### src/sigdecode_h_config.svh
`ifndef SIGDECODE_H_CONFIG_SVH
`define SIGDECODE_H_CONFIG_SVH

// Coefficients per polynomial
`define SDH_N 256

// Polynomials in the hint vector
`define SDH_K 8

// Upper bound on the total number of hints
`define SDH_OMEGA 75

// Word address width of the destination memory
`define SDH_ADDR_W 14

// Index bytes plus count bytes, padded to whole dwords
`define SDH_BUF_BYTES 84

`endif

### src/mldsa_mem_pkg.sv
`include "sigdecode_h_config.svh"

package mldsa_mem_pkg;

    // Word address into the coefficient memory
    typedef logic [`SDH_ADDR_W-1:0] mem_addr_t;

    // Only writes are issued by this stage
    typedef enum logic [1:0] {
        RW_IDLE  = 2'b00,
        RW_WRITE = 2'b10
    } mem_rw_mode_e;

    typedef struct packed {
        mem_rw_mode_e rd_wr_en;
        mem_addr_t    addr;
    } mem_if_t;

    // Four 1-bit hint coefficients, lane 0 holds the lowest index
    typedef logic [3:0] mem_wr_data_t;

endpackage

### src/sigdecode_h_pkg.sv
package sigdecode_h_pkg;

    typedef logic [7:0]  hint_byte_t;
    typedef logic [7:0]  hint_count_t;
    typedef logic [31:0] hint_dword_t;

    // One bit per byte of a dword, set when the byte is an index of the current poly
    typedef logic [3:0]  lane_map_t;

    typedef logic [6:0]  buf_ptr_t;
    typedef logic [3:0]  poly_idx_t;

    typedef enum logic [1:0] {
        SDH_RD_IDLE,
        SDH_RD_INIT,
        SDH_RD_HINTSUM,
        SDH_RD_EXEC
    } sdh_read_state_e;

    typedef enum logic [1:0] {
        SDH_WR_IDLE,
        SDH_WR_INIT,
        SDH_WR_MEM
    } sdh_write_state_e;

endpackage

### src/sigdecode_h_hint_buf.sv
`include "sigdecode_h_config.svh"

module sigdecode_h_hint_buf (
    input  logic                         clk,
    input  logic                         reset_n,
    input  logic                         hint_wr_en,
    input  sigdecode_h_pkg::buf_ptr_t    hint_wr_addr,
    input  sigdecode_h_pkg::hint_byte_t  hint_wr_data,
    input  logic                         sigdecode_h_enable,
    input  sigdecode_h_pkg::buf_ptr_t    rd_ptr,
    input  logic                         hint_rd_en,
    input  sigdecode_h_pkg::lane_map_t   curr_poly_map,
    input  sigdecode_h_pkg::poly_idx_t   poly_count,
    input  logic                         sigdecode_h_done,
    output sigdecode_h_pkg::hint_dword_t hint_dword,
    output logic                         hint_dword_valid,
    output sigdecode_h_pkg::hint_count_t hintsum_i,
    output logic                         sigdecode_h_error
);

    sigdecode_h_pkg::hint_byte_t buf_mem [`SDH_BUF_BYTES];

    logic       count_err, order_err, unused_err;
    logic       done_q, done_rise;
    // Smallest legal value for the next index of the current poly
    logic [8:0] prev_bound, next_bound;

    // Contents are frozen while a run is in progress
    always_ff @(posedge clk) begin
        if (hint_wr_en && sigdecode_h_done) begin
            buf_mem[hint_wr_addr] <= hint_wr_data;
        end
        if (hint_rd_en) begin
            hint_dword <= {buf_mem[rd_ptr + 3], buf_mem[rd_ptr + 2],
                           buf_mem[rd_ptr + 1], buf_mem[rd_ptr]};
        end
    end

    // Per-poly count from the cumulative count bytes
    always_comb begin
        if (poly_count >= `SDH_K) begin
            hintsum_i = '0;
        end else if (poly_count == '0) begin
            hintsum_i = buf_mem[`SDH_OMEGA];
        end else begin
            hintsum_i = buf_mem[`SDH_OMEGA + poly_count] - buf_mem[`SDH_OMEGA + poly_count - 1];
        end
    end

    // ------------------------------------------------------------------------
    // Format checks
    // ------------------------------------------------------------------------
    always_comb begin
        count_err = 1'b0;
        for (int p = 0; p < `SDH_K; p++) begin
            if (buf_mem[`SDH_OMEGA + p] > `SDH_OMEGA) begin
                count_err = 1'b1;
            end
            if (p != 0 && buf_mem[`SDH_OMEGA + p] < buf_mem[`SDH_OMEGA + p - 1]) begin
                count_err = 1'b1;
            end
        end
    end

    // Bytes past the final cumulative count must be zero
    always_comb begin
        unused_err = 1'b0;
        for (int i = 0; i < `SDH_OMEGA; i++) begin
            if (i >= buf_mem[`SDH_OMEGA + `SDH_K - 1] && buf_mem[i] != '0) begin
                unused_err = 1'b1;
            end
        end
    end

    // Enabled lanes are contiguous from lane 0, each must exceed the one before
    always_comb begin
        next_bound = prev_bound;
        order_err  = 1'b0;
        for (int i = 0; i < 4; i++) begin
            if (curr_poly_map[i]) begin
                if ({1'b0, hint_dword[8*i +: 8]} < next_bound) begin
                    order_err = 1'b1;
                end
                next_bound = {1'b0, hint_dword[8*i +: 8]} + 9'd1;
            end
        end
    end

    assign done_rise = sigdecode_h_done && !done_q;

    always_ff @(posedge clk or negedge reset_n) begin
        if (!reset_n) begin
            hint_dword_valid  <= 1'b0;
            prev_bound        <= '0;
            done_q            <= 1'b1;
            sigdecode_h_error <= 1'b0;
        end else begin
            hint_dword_valid <= hint_rd_en;
            // Dwords of one poly arrive back to back, a gap means a new poly
            prev_bound       <= hint_dword_valid ? next_bound : '0;
            done_q           <= sigdecode_h_done;
            if (sigdecode_h_enable && sigdecode_h_done) begin
                sigdecode_h_error <= count_err;
            end else if ((hint_dword_valid && order_err) || (done_rise && unused_err)) begin
                sigdecode_h_error <= 1'b1;
            end
        end
    end

endmodule

### src/sigdecode_h_bitmap.sv
`include "sigdecode_h_config.svh"

module sigdecode_h_bitmap (
    input  logic                          clk,
    input  logic                          reset_n,
    input  sigdecode_h_pkg::hint_dword_t  hint_dword,
    input  logic                          hint_dword_valid,
    input  sigdecode_h_pkg::lane_map_t    curr_poly_map,
    input  logic                          rst_bitmap,
    input  logic [7:0]                    bitmap_ptr,
    output mldsa_mem_pkg::mem_wr_data_t   mem_wr_data
);

    sigdecode_h_pkg::hint_byte_t lane_idx [4];

    logic [`SDH_N-1:0] bitmap;
    logic [`SDH_N-1:0] set_mask;

    always_comb begin
        for (int i = 0; i < 4; i++) begin
            lane_idx[i] = hint_dword[8*i +: 8];
        end
    end

    // One-hot bits for every index byte that belongs to the current poly
    always_comb begin
        set_mask = '0;
        for (int i = 0; i < 4; i++) begin
            if (hint_dword_valid && curr_poly_map[i]) begin
                set_mask[lane_idx[i]] = 1'b1;
            end
        end
    end

    // Clear wins, the next poly's indices only arrive after its write phase begins
    always_ff @(posedge clk or negedge reset_n) begin
        if (!reset_n) begin
            bitmap <= '0;
        end else if (rst_bitmap) begin
            bitmap <= '0;
        end else begin
            bitmap <= bitmap | set_mask;
        end
    end

    // Slice for the word being written this cycle
    assign mem_wr_data = bitmap[bitmap_ptr +: 4];

endmodule

### src/sigdecode_h_ctrl.sv
`include "sigdecode_h_config.svh"

module sigdecode_h_ctrl (
    input  logic                         clk,
    input  logic                         reset_n,
    input  logic                         sigdecode_h_enable,
    input  mldsa_mem_pkg::mem_addr_t     dest_base_addr,
    input  sigdecode_h_pkg::hint_count_t hintsum_i,
    input  logic                         sigdecode_h_error,
    output mldsa_mem_pkg::mem_if_t       mem_wr_req,
    output logic                         sigdecode_h_done,
    output sigdecode_h_pkg::poly_idx_t   poly_count,
    output sigdecode_h_pkg::buf_ptr_t    rd_ptr,
    output logic                         rst_bitmap,
    output sigdecode_h_pkg::lane_map_t   curr_poly_map,
    output logic [7:0]                   bitmap_ptr,
    output logic                         hint_rd_en
);

    localparam logic [7:0] last_slice = 8'(`SDH_N - 4);

    sigdecode_h_pkg::sdh_read_state_e  rd_state, rd_state_nxt;
    sigdecode_h_pkg::sdh_write_state_e wr_state, wr_state_nxt;

    mldsa_mem_pkg::mem_addr_t     mem_wr_addr;
    mldsa_mem_pkg::mem_rw_mode_e  rd_wr_en;
    sigdecode_h_pkg::hint_count_t rem_hintsum;
    sigdecode_h_pkg::lane_map_t   tail_map;

    logic start, latch_hintsum, incr_poly;
    logic poly_done_rd, poly_done_wr, last_poly;
    logic rd_exec_f;

    assign start        = sigdecode_h_enable && (wr_state == sigdecode_h_pkg::SDH_WR_IDLE);
    assign last_poly    = (poly_count == 4'(`SDH_K - 1));
    assign poly_done_rd = (rd_state == sigdecode_h_pkg::SDH_RD_EXEC) && (rem_hintsum == '0);
    assign poly_done_wr = (bitmap_ptr == last_slice);

    assign sigdecode_h_done = (rd_state == sigdecode_h_pkg::SDH_RD_IDLE) &&
                              (wr_state == sigdecode_h_pkg::SDH_WR_IDLE);

    // Lanes taken from a dword; fewer than four only on the last read of a poly
    always_comb begin
        case (rem_hintsum)
            8'd1:    tail_map = 4'b0001;
            8'd2:    tail_map = 4'b0011;
            8'd3:    tail_map = 4'b0111;
            default: tail_map = 4'b1111;
        endcase
    end

    // ------------------------------------------------------------------------
    // Read side
    // ------------------------------------------------------------------------
    always_ff @(posedge clk or negedge reset_n) begin
        if (!reset_n) begin
            rem_hintsum   <= '0;
            curr_poly_map <= '0;
            rd_ptr        <= '0;
            rd_exec_f     <= 1'b0;
        end else begin
            rd_exec_f <= (rd_state == sigdecode_h_pkg::SDH_RD_EXEC);
            if (latch_hintsum) begin
                rem_hintsum   <= hintsum_i;
                curr_poly_map <= '0;
            end else begin
                curr_poly_map <= hint_rd_en ? tail_map : '0;
                if (hint_rd_en) begin
                    rem_hintsum <= (rem_hintsum > 8'd4) ? rem_hintsum - 8'd4 : '0;
                end
            end
            if (start) begin
                rd_ptr <= '0;
            end else if (hint_rd_en) begin
                rd_ptr <= rd_ptr + ((rem_hintsum > 8'd4) ? 7'd4 : rem_hintsum[6:0]);
            end
        end
    end

    always_comb begin
        rd_state_nxt  = rd_state;
        latch_hintsum = 1'b0;
        hint_rd_en    = 1'b0;
        case (rd_state)
            sigdecode_h_pkg::SDH_RD_IDLE: begin
                if (sigdecode_h_enable) begin
                    rd_state_nxt = sigdecode_h_pkg::SDH_RD_INIT;
                end
            end
            // Hold until the write side has finished the previous poly
            sigdecode_h_pkg::SDH_RD_INIT: begin
                if (wr_state == sigdecode_h_pkg::SDH_WR_INIT) begin
                    rd_state_nxt = sigdecode_h_pkg::SDH_RD_HINTSUM;
                end
            end
            sigdecode_h_pkg::SDH_RD_HINTSUM: begin
                latch_hintsum = 1'b1;
                rd_state_nxt  = sigdecode_h_pkg::SDH_RD_EXEC;
            end
            sigdecode_h_pkg::SDH_RD_EXEC: begin
                if (poly_done_rd) begin
                    rd_state_nxt = last_poly ? sigdecode_h_pkg::SDH_RD_IDLE :
                                               sigdecode_h_pkg::SDH_RD_INIT;
                end else begin
                    hint_rd_en = 1'b1;
                end
            end
            default: rd_state_nxt = sigdecode_h_pkg::SDH_RD_IDLE;
        endcase
        if (sigdecode_h_error && rd_state != sigdecode_h_pkg::SDH_RD_IDLE) begin
            rd_state_nxt = sigdecode_h_pkg::SDH_RD_IDLE;
            hint_rd_en   = 1'b0;
        end
    end

    // ------------------------------------------------------------------------
    // Write side
    // ------------------------------------------------------------------------
    always_comb begin
        wr_state_nxt = wr_state;
        rd_wr_en     = mldsa_mem_pkg::RW_IDLE;
        incr_poly    = 1'b0;
        case (wr_state)
            sigdecode_h_pkg::SDH_WR_IDLE: begin
                if (sigdecode_h_enable) begin
                    wr_state_nxt = sigdecode_h_pkg::SDH_WR_INIT;
                end
            end
            // First dword reaches the bitmap before the first word goes out
            sigdecode_h_pkg::SDH_WR_INIT: begin
                if (sigdecode_h_error) begin
                    wr_state_nxt = sigdecode_h_pkg::SDH_WR_IDLE;
                end else if (rd_exec_f) begin
                    wr_state_nxt = sigdecode_h_pkg::SDH_WR_MEM;
                end
            end
            sigdecode_h_pkg::SDH_WR_MEM: begin
                if (sigdecode_h_error) begin
                    wr_state_nxt = sigdecode_h_pkg::SDH_WR_IDLE;
                end else begin
                    rd_wr_en = mldsa_mem_pkg::RW_WRITE;
                    if (poly_done_wr) begin
                        incr_poly    = 1'b1;
                        wr_state_nxt = last_poly ? sigdecode_h_pkg::SDH_WR_IDLE :
                                                   sigdecode_h_pkg::SDH_WR_INIT;
                    end
                end
            end
            default: wr_state_nxt = sigdecode_h_pkg::SDH_WR_IDLE;
        endcase
    end

    // After an abort the pointer parks on the last slice for one idle cycle
    assign rst_bitmap = incr_poly ||
                        (wr_state == sigdecode_h_pkg::SDH_WR_IDLE && bitmap_ptr == last_slice);

    always_ff @(posedge clk or negedge reset_n) begin
        if (!reset_n) begin
            rd_state    <= sigdecode_h_pkg::SDH_RD_IDLE;
            wr_state    <= sigdecode_h_pkg::SDH_WR_IDLE;
            mem_wr_addr <= '0;
            bitmap_ptr  <= '0;
            poly_count  <= '0;
        end else begin
            rd_state <= rd_state_nxt;
            wr_state <= wr_state_nxt;

            if (wr_state == sigdecode_h_pkg::SDH_WR_IDLE) begin
                mem_wr_addr <= dest_base_addr;
            end else if (rd_wr_en == mldsa_mem_pkg::RW_WRITE) begin
                mem_wr_addr <= mem_wr_addr + 1'b1;
            end

            // Wraps to zero after the last slice
            if (sigdecode_h_error && wr_state != sigdecode_h_pkg::SDH_WR_IDLE) begin
                bitmap_ptr <= last_slice;
            end else if (wr_state == sigdecode_h_pkg::SDH_WR_IDLE) begin
                bitmap_ptr <= '0;
            end else if (rd_wr_en == mldsa_mem_pkg::RW_WRITE) begin
                bitmap_ptr <= bitmap_ptr + 8'd4;
            end

            if (start) begin
                poly_count <= '0;
            end else if (incr_poly) begin
                poly_count <= poly_count + 1'b1;
            end
        end
    end

    assign mem_wr_req = '{rd_wr_en: rd_wr_en, addr: mem_wr_addr};

endmodule

### src/sigdecode_h_top.sv
module sigdecode_h_top (
    input  logic                         clk,
    input  logic                         reset_n,
    input  logic                         sigdecode_h_enable,
    input  mldsa_mem_pkg::mem_addr_t     dest_base_addr,
    input  logic                         hint_wr_en,
    input  sigdecode_h_pkg::buf_ptr_t    hint_wr_addr,
    input  sigdecode_h_pkg::hint_byte_t  hint_wr_data,
    output mldsa_mem_pkg::mem_if_t       mem_wr_req,
    output mldsa_mem_pkg::mem_wr_data_t  mem_wr_data,
    output logic                         sigdecode_h_done,
    output logic                         sigdecode_h_error
);

    sigdecode_h_pkg::hint_dword_t hint_dword;
    sigdecode_h_pkg::hint_count_t hintsum_i;
    sigdecode_h_pkg::buf_ptr_t    rd_ptr;
    sigdecode_h_pkg::lane_map_t   curr_poly_map;
    sigdecode_h_pkg::poly_idx_t   poly_count;
    logic                         hint_dword_valid;
    logic                         hint_rd_en;
    logic                         rst_bitmap;
    logic [7:0]                   bitmap_ptr;

    sigdecode_h_hint_buf u_hint_buf (
        .clk                (clk),
        .reset_n            (reset_n),
        .hint_wr_en         (hint_wr_en),
        .hint_wr_addr       (hint_wr_addr),
        .hint_wr_data       (hint_wr_data),
        .sigdecode_h_enable (sigdecode_h_enable),
        .rd_ptr             (rd_ptr),
        .hint_rd_en         (hint_rd_en),
        .curr_poly_map      (curr_poly_map),
        .poly_count         (poly_count),
        .sigdecode_h_done   (sigdecode_h_done),
        .hint_dword         (hint_dword),
        .hint_dword_valid   (hint_dword_valid),
        .hintsum_i          (hintsum_i),
        .sigdecode_h_error  (sigdecode_h_error)
    );

    sigdecode_h_bitmap u_bitmap (
        .clk              (clk),
        .reset_n          (reset_n),
        .hint_dword       (hint_dword),
        .hint_dword_valid (hint_dword_valid),
        .curr_poly_map    (curr_poly_map),
        .rst_bitmap       (rst_bitmap),
        .bitmap_ptr       (bitmap_ptr),
        .mem_wr_data      (mem_wr_data)
    );

    sigdecode_h_ctrl u_ctrl (
        .clk                (clk),
        .reset_n            (reset_n),
        .sigdecode_h_enable (sigdecode_h_enable),
        .dest_base_addr     (dest_base_addr),
        .hintsum_i          (hintsum_i),
        .sigdecode_h_error  (sigdecode_h_error),
        .mem_wr_req         (mem_wr_req),
        .sigdecode_h_done   (sigdecode_h_done),
        .poly_count         (poly_count),
        .rd_ptr             (rd_ptr),
        .rst_bitmap         (rst_bitmap),
        .curr_poly_map      (curr_poly_map),
        .bitmap_ptr         (bitmap_ptr),
        .hint_rd_en         (hint_rd_en)
    );

endmodule

### config.mk
export PLATFORM = sky130hd
export DESIGN_NAME = sigdecode_h_top
export DESIGN_NICKNAME = d
export VERILOG_FILES = /design/src/mldsa_mem_pkg.sv /design/src/sigdecode_h_pkg.sv /design/src/sigdecode_h_hint_buf.sv /design/src/sigdecode_h_bitmap.sv /design/src/sigdecode_h_ctrl.sv /design/src/sigdecode_h_top.sv
export VERILOG_INCLUDE_DIRS = /design/src /design/src/src
export SDC_FILE = /design/constraint.sdc
export NUM_CORES = 2
export LEC_CHECK = 0
export BUFFER_PORTS_ARGS = -buffer_cell sky130_fd_sc_hd__buf_2
export CAP_MARGIN = 40
export CORE_MARGIN = 2
export CORE_UTILIZATION = 35
export DETAILED_ROUTE_END_ITERATION = 8
export SYNTH_ARGS = -nofsm -noshare
export SYNTH_HDL_FRONTEND = slang
export SYNTH_SLANG_ARGS = --single-unit
### constraint.sdc
create_clock -name clk -period 5.9 [get_ports clk]
set_input_delay 0.295 -clock clk [delete_from_list [all_inputs] [get_ports clk]]
set_output_delay 0.295 -clock clk [all_outputs]
set_load 0.01 [all_outputs]
Word level (Yosys, flattened, before mapping)

Memory sizes are Yosys's and may differ from the RTL's. A register that Yosys moved wholly into a read port is not among the register bits.
Cells that the tools add are included.
W data, S select, Z words.

Flip-flop bits (word level): 318
Bits in writable memories: 672
Output and inout port bits: 22
Logic and storage cells: 500
Memories: 1

Memories:

| name               | words | bits a word | rd ports | clocked after Yosys merged registers in | write ports | RTL line                   | text |
|---|---|---|---|---|---|---|---|
| u_hint_buf.buf_mem | 84    | 8           | 89       | 4                                       | 1           | sigdecode_h_hint_buf.sv:21 | `` sigdecode_h_pkg::hint_byte_t buf_mem [`SDH_BUF_BYTES]; `` |

Add/sub/neg operators: 15
Magnitude comparators: 104
Equal/unequal tests: 17
Shift operators: 1
Muxes and demuxes: 158
Bitwise gates (word level): 4
Reductions and logical operators: 186

Operators with widths:

| cell                  | number |
|---|---|
| $mux W256             | 5 |
| $or A256 B256 Y256    | 4 |
| $reduce_bool A8 Y1    | 75 |
| $ge A6 B8 Y1 const A  | 32 |
| $shiftx A256 B9 Y4    | 1 |
| $ge A5 B8 Y1 const A  | 16 |
| $mux W1               | 114 |
| $logic_and A1 B1 Y1   | 94 |
| $ge A7 B8 Y1 const A  | 11 |
| $ge A4 B8 Y1 const A  | 8 |
| $gt A8 B7 Y1 const B  | 8 |
| $mux W8               | 8 |
| $lt A8 B8 Y1          | 7 |
| $mux W9               | 5 |
| $add A8 B1 Y9 const B | 4 |
| $lt A8 B9 Y1          | 4 |
| $lt A8 B9 Y1 const B  | 4 |
| $demux W1 S8          | 4 |
| $ge A3 B8 Y1 const A  | 4 |
| $ge A8 B1 Y1 const B  | 4 |
| $mux W14              | 2 |
| $mux W7               | 3 |
| $mux W2               | 10 |
| $eq A8 B2 Y1 const B  | 2 |
| 35 further kinds      | 56 |

Depth between registers and ports, before layout

An unclocked memory read counts as a cell.

Word-level depth: 82
Mapped depth: 25
Gate-level depth less buffers: 19

Cells and area by module

Synthesis repeated with hierarchy kept, for this count alone.

Cell total of the unflattened synthesis: 7118
Area, all modules: 99173.9 um^2

By module, submodules not included:

| module               | instances | cells an instance | area an instance (um^2) | seq. area each (um^2) |
|---|---|---|---|---|
| sigdecode_h_hint_buf | 1         | 4702              | 74461.4                 | 32012.0 |
| sigdecode_h_bitmap   | 1         | 2101              | 21802.2                 | 6406.1 |
| sigdecode_h_ctrl     | 1         | 315               | 2910.3                  | 1201.2 |

Worst setup path after synthesis

Ideal clock, no wire load.

Kind: reg2reg
Start point: register u_ctrl.poly_count[0]
End point: register u_ctrl.rem_hintsum[6]
Library setup time: 135 ps
Arrival: 5188 ps
Slack: 577 ps
Stages on the path, launching flop included: 25
Clock period less this slack: 5323 ps
Path through: dfrtp_1 > buf_2 > buf_2 > buf_2 > inv_1 > ha_1 > buf_2 > clkbuf_1 > nand3_1 > xor2_1 > buf_2 > clkbuf_1 > o21ai_0 > o21ai_0 > ha_1 > inv_1 > fa_1 > a21o_1 > a21oi_1 > o21ai_0 > a21oi_1 > xor2_1 > o21ai_0 > a21oi_1 > o21ai_0

Longest elaborated chain between the ends: 7
Elaborated cells between the ends (all ways): 9
Those cells by class: add/sub (3); order compare (1); mux (3); reduce/logical (1); memory (1)

RTL lines:

| what                           | RTL line                   | text |
|---|---|---|
| from (decl)                    | sigdecode_h_ctrl.sv:12     | `output sigdecode_h_pkg::poly_idx_t poly_count,` |
| from (signal assigned)         | sigdecode_h_ctrl.sv:186    | `poly_count <= poly_count + 1'b1;` |
| $add A7 B4 Y7 (no source line) | -                          |  |
| $sub A7 B1 Y7 (no source line) | -                          |  |
| $mem_v2 Z84 W8                 | -                          |  |
| $sub A8 B8 Y8                  | sigdecode_h_hint_buf.sv:46 | `` hintsum_i = buf_mem[`SDH_OMEGA + poly_count] - buf_mem[`SDH_OMEGA + poly_count - 1]; `` |
| $mux W8                        | sigdecode_h_hint_buf.sv:43 | `end else if (poly_count == '0) begin` |
| $mux W8 *                      | sigdecode_h_hint_buf.sv:41 | `` if (poly_count >= `SDH_K) begin `` |
| $mux W8 *                      | sigdecode_h_ctrl.sv:63     | `if (latch_hintsum) begin` |
| to (signal assigned)           | sigdecode_h_ctrl.sv:64     | `rem_hintsum <= hintsum_i;` |
| to (signal assigned)           | sigdecode_h_ctrl.sv:69     | `rem_hintsum <= (rem_hintsum > 8'd4) ? rem_hintsum - 8'd4 : '0;` |
| to (decl)                      | sigdecode_h_ctrl.sv:27     | `sigdecode_h_pkg::hint_count_t rem_hintsum;` |

Every way passes the cells marked *; elsewhere a longest branch is shown, timed or not.
A chain may end at the register's enable or synchronous reset.

Worst setup path in the final report

Same ends and word-level chain as after synthesis.

==> summary.txt <==
Detail Placement HPWL - 262000 um
# nets final - 6563
post-DR vias/cell - 7.24
leakage dissipation - 32.2 nW
CTS Root Cell - clkbuf_16
maximum vdd drop - 0.264 mV
TritonCTS Buffers - 162
Clock Path Buffers - 4
die height - 521 um
I/O pin count - 55
most frequent cells in the layout - mux4_2, edfxtp_1, nand2_1
met2 GRT Util - 40.8%
Die Footprint - 271000 um2
Fin Hold WS - -0.0105 ns
M1 GR Usage - 35.1%
Crit path required time - 6.61 ns
routed via count - 72864
Avg Inst Size Synth - 14.5 um2
CTS tree - yes
starting density of the core - 35.2%
Post-synth EDFFs - 1056
achievable clock frequency - 201 MHz
delay-heaviest family, CP - compound AO/OA/AOI/OAI gates
GPL Wtd Cong - 1.02
sequential share of the synthesized area - 42.4%
path type of the worst setup path - flip-flop to flip-flop
Clock transition at path regs - 0.06 ns
largest fanout on the critical path - 41
post-route insts no fill - 10064
max-slew violations - 0
final-layout fill cell count - 24303
Final min period - 4.98 ns
TNS Setup - 0 ns
layer with the highest usage - met2
crit path DAT - 5.68 ns
Mapped Area - 93500 um2
critical path endpoint category - flip-flop
I/O Buffers - 53
crit-path max cell delay - 0.72 ns
commonest non-fill, non-tap cell in the layout - mux4_2
Post-Syn Instances - 6449
main area contributors after synthesis - mux4_2, edfxtp_1, dfrtp_1
worst path cell trace - inv_1, ha_4, nand3_1, xor2_4, buf_4, nor2b_1, a211oi_1, a211oi_1, a21oi_1, ha_1, a21o_1, a21oi_1, o21ai_0, a21oi_1, xor2_1, o21ai_0, a21oi_1, o21ai_0
vias in the first global route - 69263
Inst Count DP - 9744
max_cap viols - 0
Tightest Pin Transition - 1.14 ns
Slew headroom - 23.7%
post-synth top area share - 34.7%
first-pass GRT wire length - 538000 um
Hold Vio Cnt, Final - 10
final setup violation count - 0
synth warn - 0
wire per inst - 37.8 um
largest net degree at the start of global routing - 146
# hold bufs at CTS - 21
post-synthesis async set-or-reset flop share - 23.0%
Max Clock Skew - 0.102 ns
initial DRC count - 13405
core box area - 265000 um2
RSZ-0062 raised after global routing - no
remaining global-route overflow - 0
startpoint types - flip-flop
Slowest-stage cell, CP - ha_4
Netlist cell types - 67
Crit path buffers/inverters - 2
H-tree depth - 4
clk sinks - 1372
Post-CTS Setup Bufs - 0
min-delay worst type - primary input to flip-flop
outcome - finished, violations left
GR Util All Layers - 27.4%
initial antenna violation count - 9
routing usage on met3 - 8.52%
Main synth FF type - edfxtp_1
Rows - 189
synthesis-stage register bit count - 1372
Die Wd - 521 um
Routed Antenna Nets - 0
TritonRoute pass-1 iters - 8
Pwr Density - 254 nW/um2
most used cell, CP - a21oi_1
area leader, netlist - mux4_2
post-cts repair resize count - 0
violated checks - negative hold slack
drt total wl - 380000 um
# DRC - 0
Syn-to-layout area delta - 12.8%
Final period util - 84.3%
share of cells above drive strength 1 - 34.7%
Clk Latency, worst-skew pair - 0.88 ns
==> path summary, 6_finish.rpt <==
path | to | slack, ns | start | cells past startpoint
setup / recovery | u_ctrl.rem_hintsum[6] | 0.92 | u_ctrl.poly_count[0] | 18
hold / removal | u_hint_buf.buf_mem[27][6] | -0.01 | hint_wr_data[6] | 1
setup reg to reg | u_ctrl.rem_hintsum[6] | 0.92 | u_ctrl.poly_count[0] | 18
hold reg to reg | u_bitmap.bitmap[30] | 0.54 | u_bitmap.bitmap[30] | 2
max in group asynchronous | u_bitmap.bitmap[117] | 4.33 | reset_n | 3
min in group asynchronous | u_ctrl.mem_wr_addr[12] | 0.08 | reset_n | 2
==> cell families after synthesis <==
family | after synthesis | share of synthesized area, %
muxes | 1568 | 36.1
DFF | 1372 | 42.4
AOI/OAI and AO/OA | 1320 | 9.47
and+or+nand+nor | 1240 | 6.20
buffers and inverters | 746 | 3.38
adders and majority gates | 126 | 1.70
xor gates and xnor gates | 76 | 0.712
other | 1 | 0.00401
==> area by class of cell <==
class                           count  area, um2  share of cell area, %
Clock buffer                      206       4390                   4.17
Timing Repair Buffer              447       4360                   4.14
Multi-Input combinational cell   4333      51300                   48.7
Tap cell                         3533       4420                   4.19
Clock inverter                     80        920                  0.872
Inverter                           88        338                  0.320
Antenna cell                        5       12.5                 0.0119
Sequential cell                  1372      39600                   37.6
==> flip-flops by register name, indices dropped and copies added (netlist names) <==
register / flops
u_hint_buf.prev_bound: 9
u_hint_buf.sigdecode_h_error: 1
u_ctrl.rem_hintsum: 8
u_hint_buf.buf_mem: 1024
u_ctrl.curr_poly_map: 4
u_ctrl.wr_state: 2
u_ctrl.rd_ptr: 7
u_ctrl.rd_exec_f: 1
u_ctrl.rd_state: 2
u_hint_buf.hint_dword: 32
u_bitmap.bitmap: 256
u_hint_buf.hint_dword_valid: 1
u_ctrl.mem_wr_addr: 14
u_hint_buf.done_q: 1
u_ctrl.bitmap_ptr: 6
u_ctrl.poly_count: 4
==> synthesized netlist by cell type (7+ instances only) <==
cell type  count
a221oi_1     162
o22ai_1       18
buf_2        163
nor2_1       297
buf_1         60
nand2_1      430
nor3_1        62
a222oi_1      10
nand4_1       27
a21o_1        21
o21a_1         8
clkbuf_1     398
mux2_2        34
and2_1        76
a211oi_1      99
mux4_2      1441
nand3_1       68
nor3b_1        8
a31oi_1      114
and3_1        11
inv_1         86
xnor2_1       37
a211o_1        8
a311oi_1      27
nor2b_1       35
o221ai_1      34
buf_4         33
a21oi_1      389
edfxtp_1    1056
xor2_1        39
a32oi_1        7
nand2b_1      37
dfrtp_1      315
o211ai_1      24
mux2i_1       93
o31ai_1       11
a22oi_1      249
nor4_1       169
ha_1         124
o21ai_0      108
==> where the power goes <==
group / switching [W] / leakage (nW) / internal [W]
combinational: 0.00361 / 15.8 / 0.00189
sequential: 0.000266 / 13.8 / 0.0106
clock: 0.00433 / 2.59 / 0.00606
==> through the flow <==
step           power, W  hold WS [ns]  util (%)  setup WS (ns)  instance area, um2
3_5_place_dp     0.0162         0.442      37.6           1.02               99800
4_1_cts          0.0266        0.0114      39.7           1.00              105000
3_3_place_gp     0.0161         0.445      37.0           1.01               98100
6_report         0.0267       -0.0105      39.7          0.925              105000
2_1_floorplan    0.0137     -0.000591         -          0.577               93500
5_1_grt          0.0272        0.0331      39.7          0.483              105000
==> per-layer routing <==
layer / share of wire, % / wire (um) / vias to the layer above
met4: 7.7 / 29400 / 12
li1: - / - / 27352
met1: 35 / 132000 / 37580
met3: 14 / 51900 / 1266
met2: 44 / 167000 / 6654
met5: 0.091 / 347 / -
==> worst register-to-register path, cell delays in order, from the launching register on <==
cell,delay (ns)
dfrtp_4,0.67
inv_1,0.18
ha_4,0.72
nand3_1,0.33
xor2_4,0.36
buf_4,0.41
nor2b_1,0.10
a211oi_1,0.23
a211oi_1,0.09
a21oi_1,0.16
ha_1,0.30
a21o_1,0.19
a21oi_1,0.25
o21ai_0,0.14
a21oi_1,0.19
xor2_1,0.17
o21ai_0,0.11
a21oi_1,0.16
o21ai_0,0.09
(Power assumes the default switching activity.)
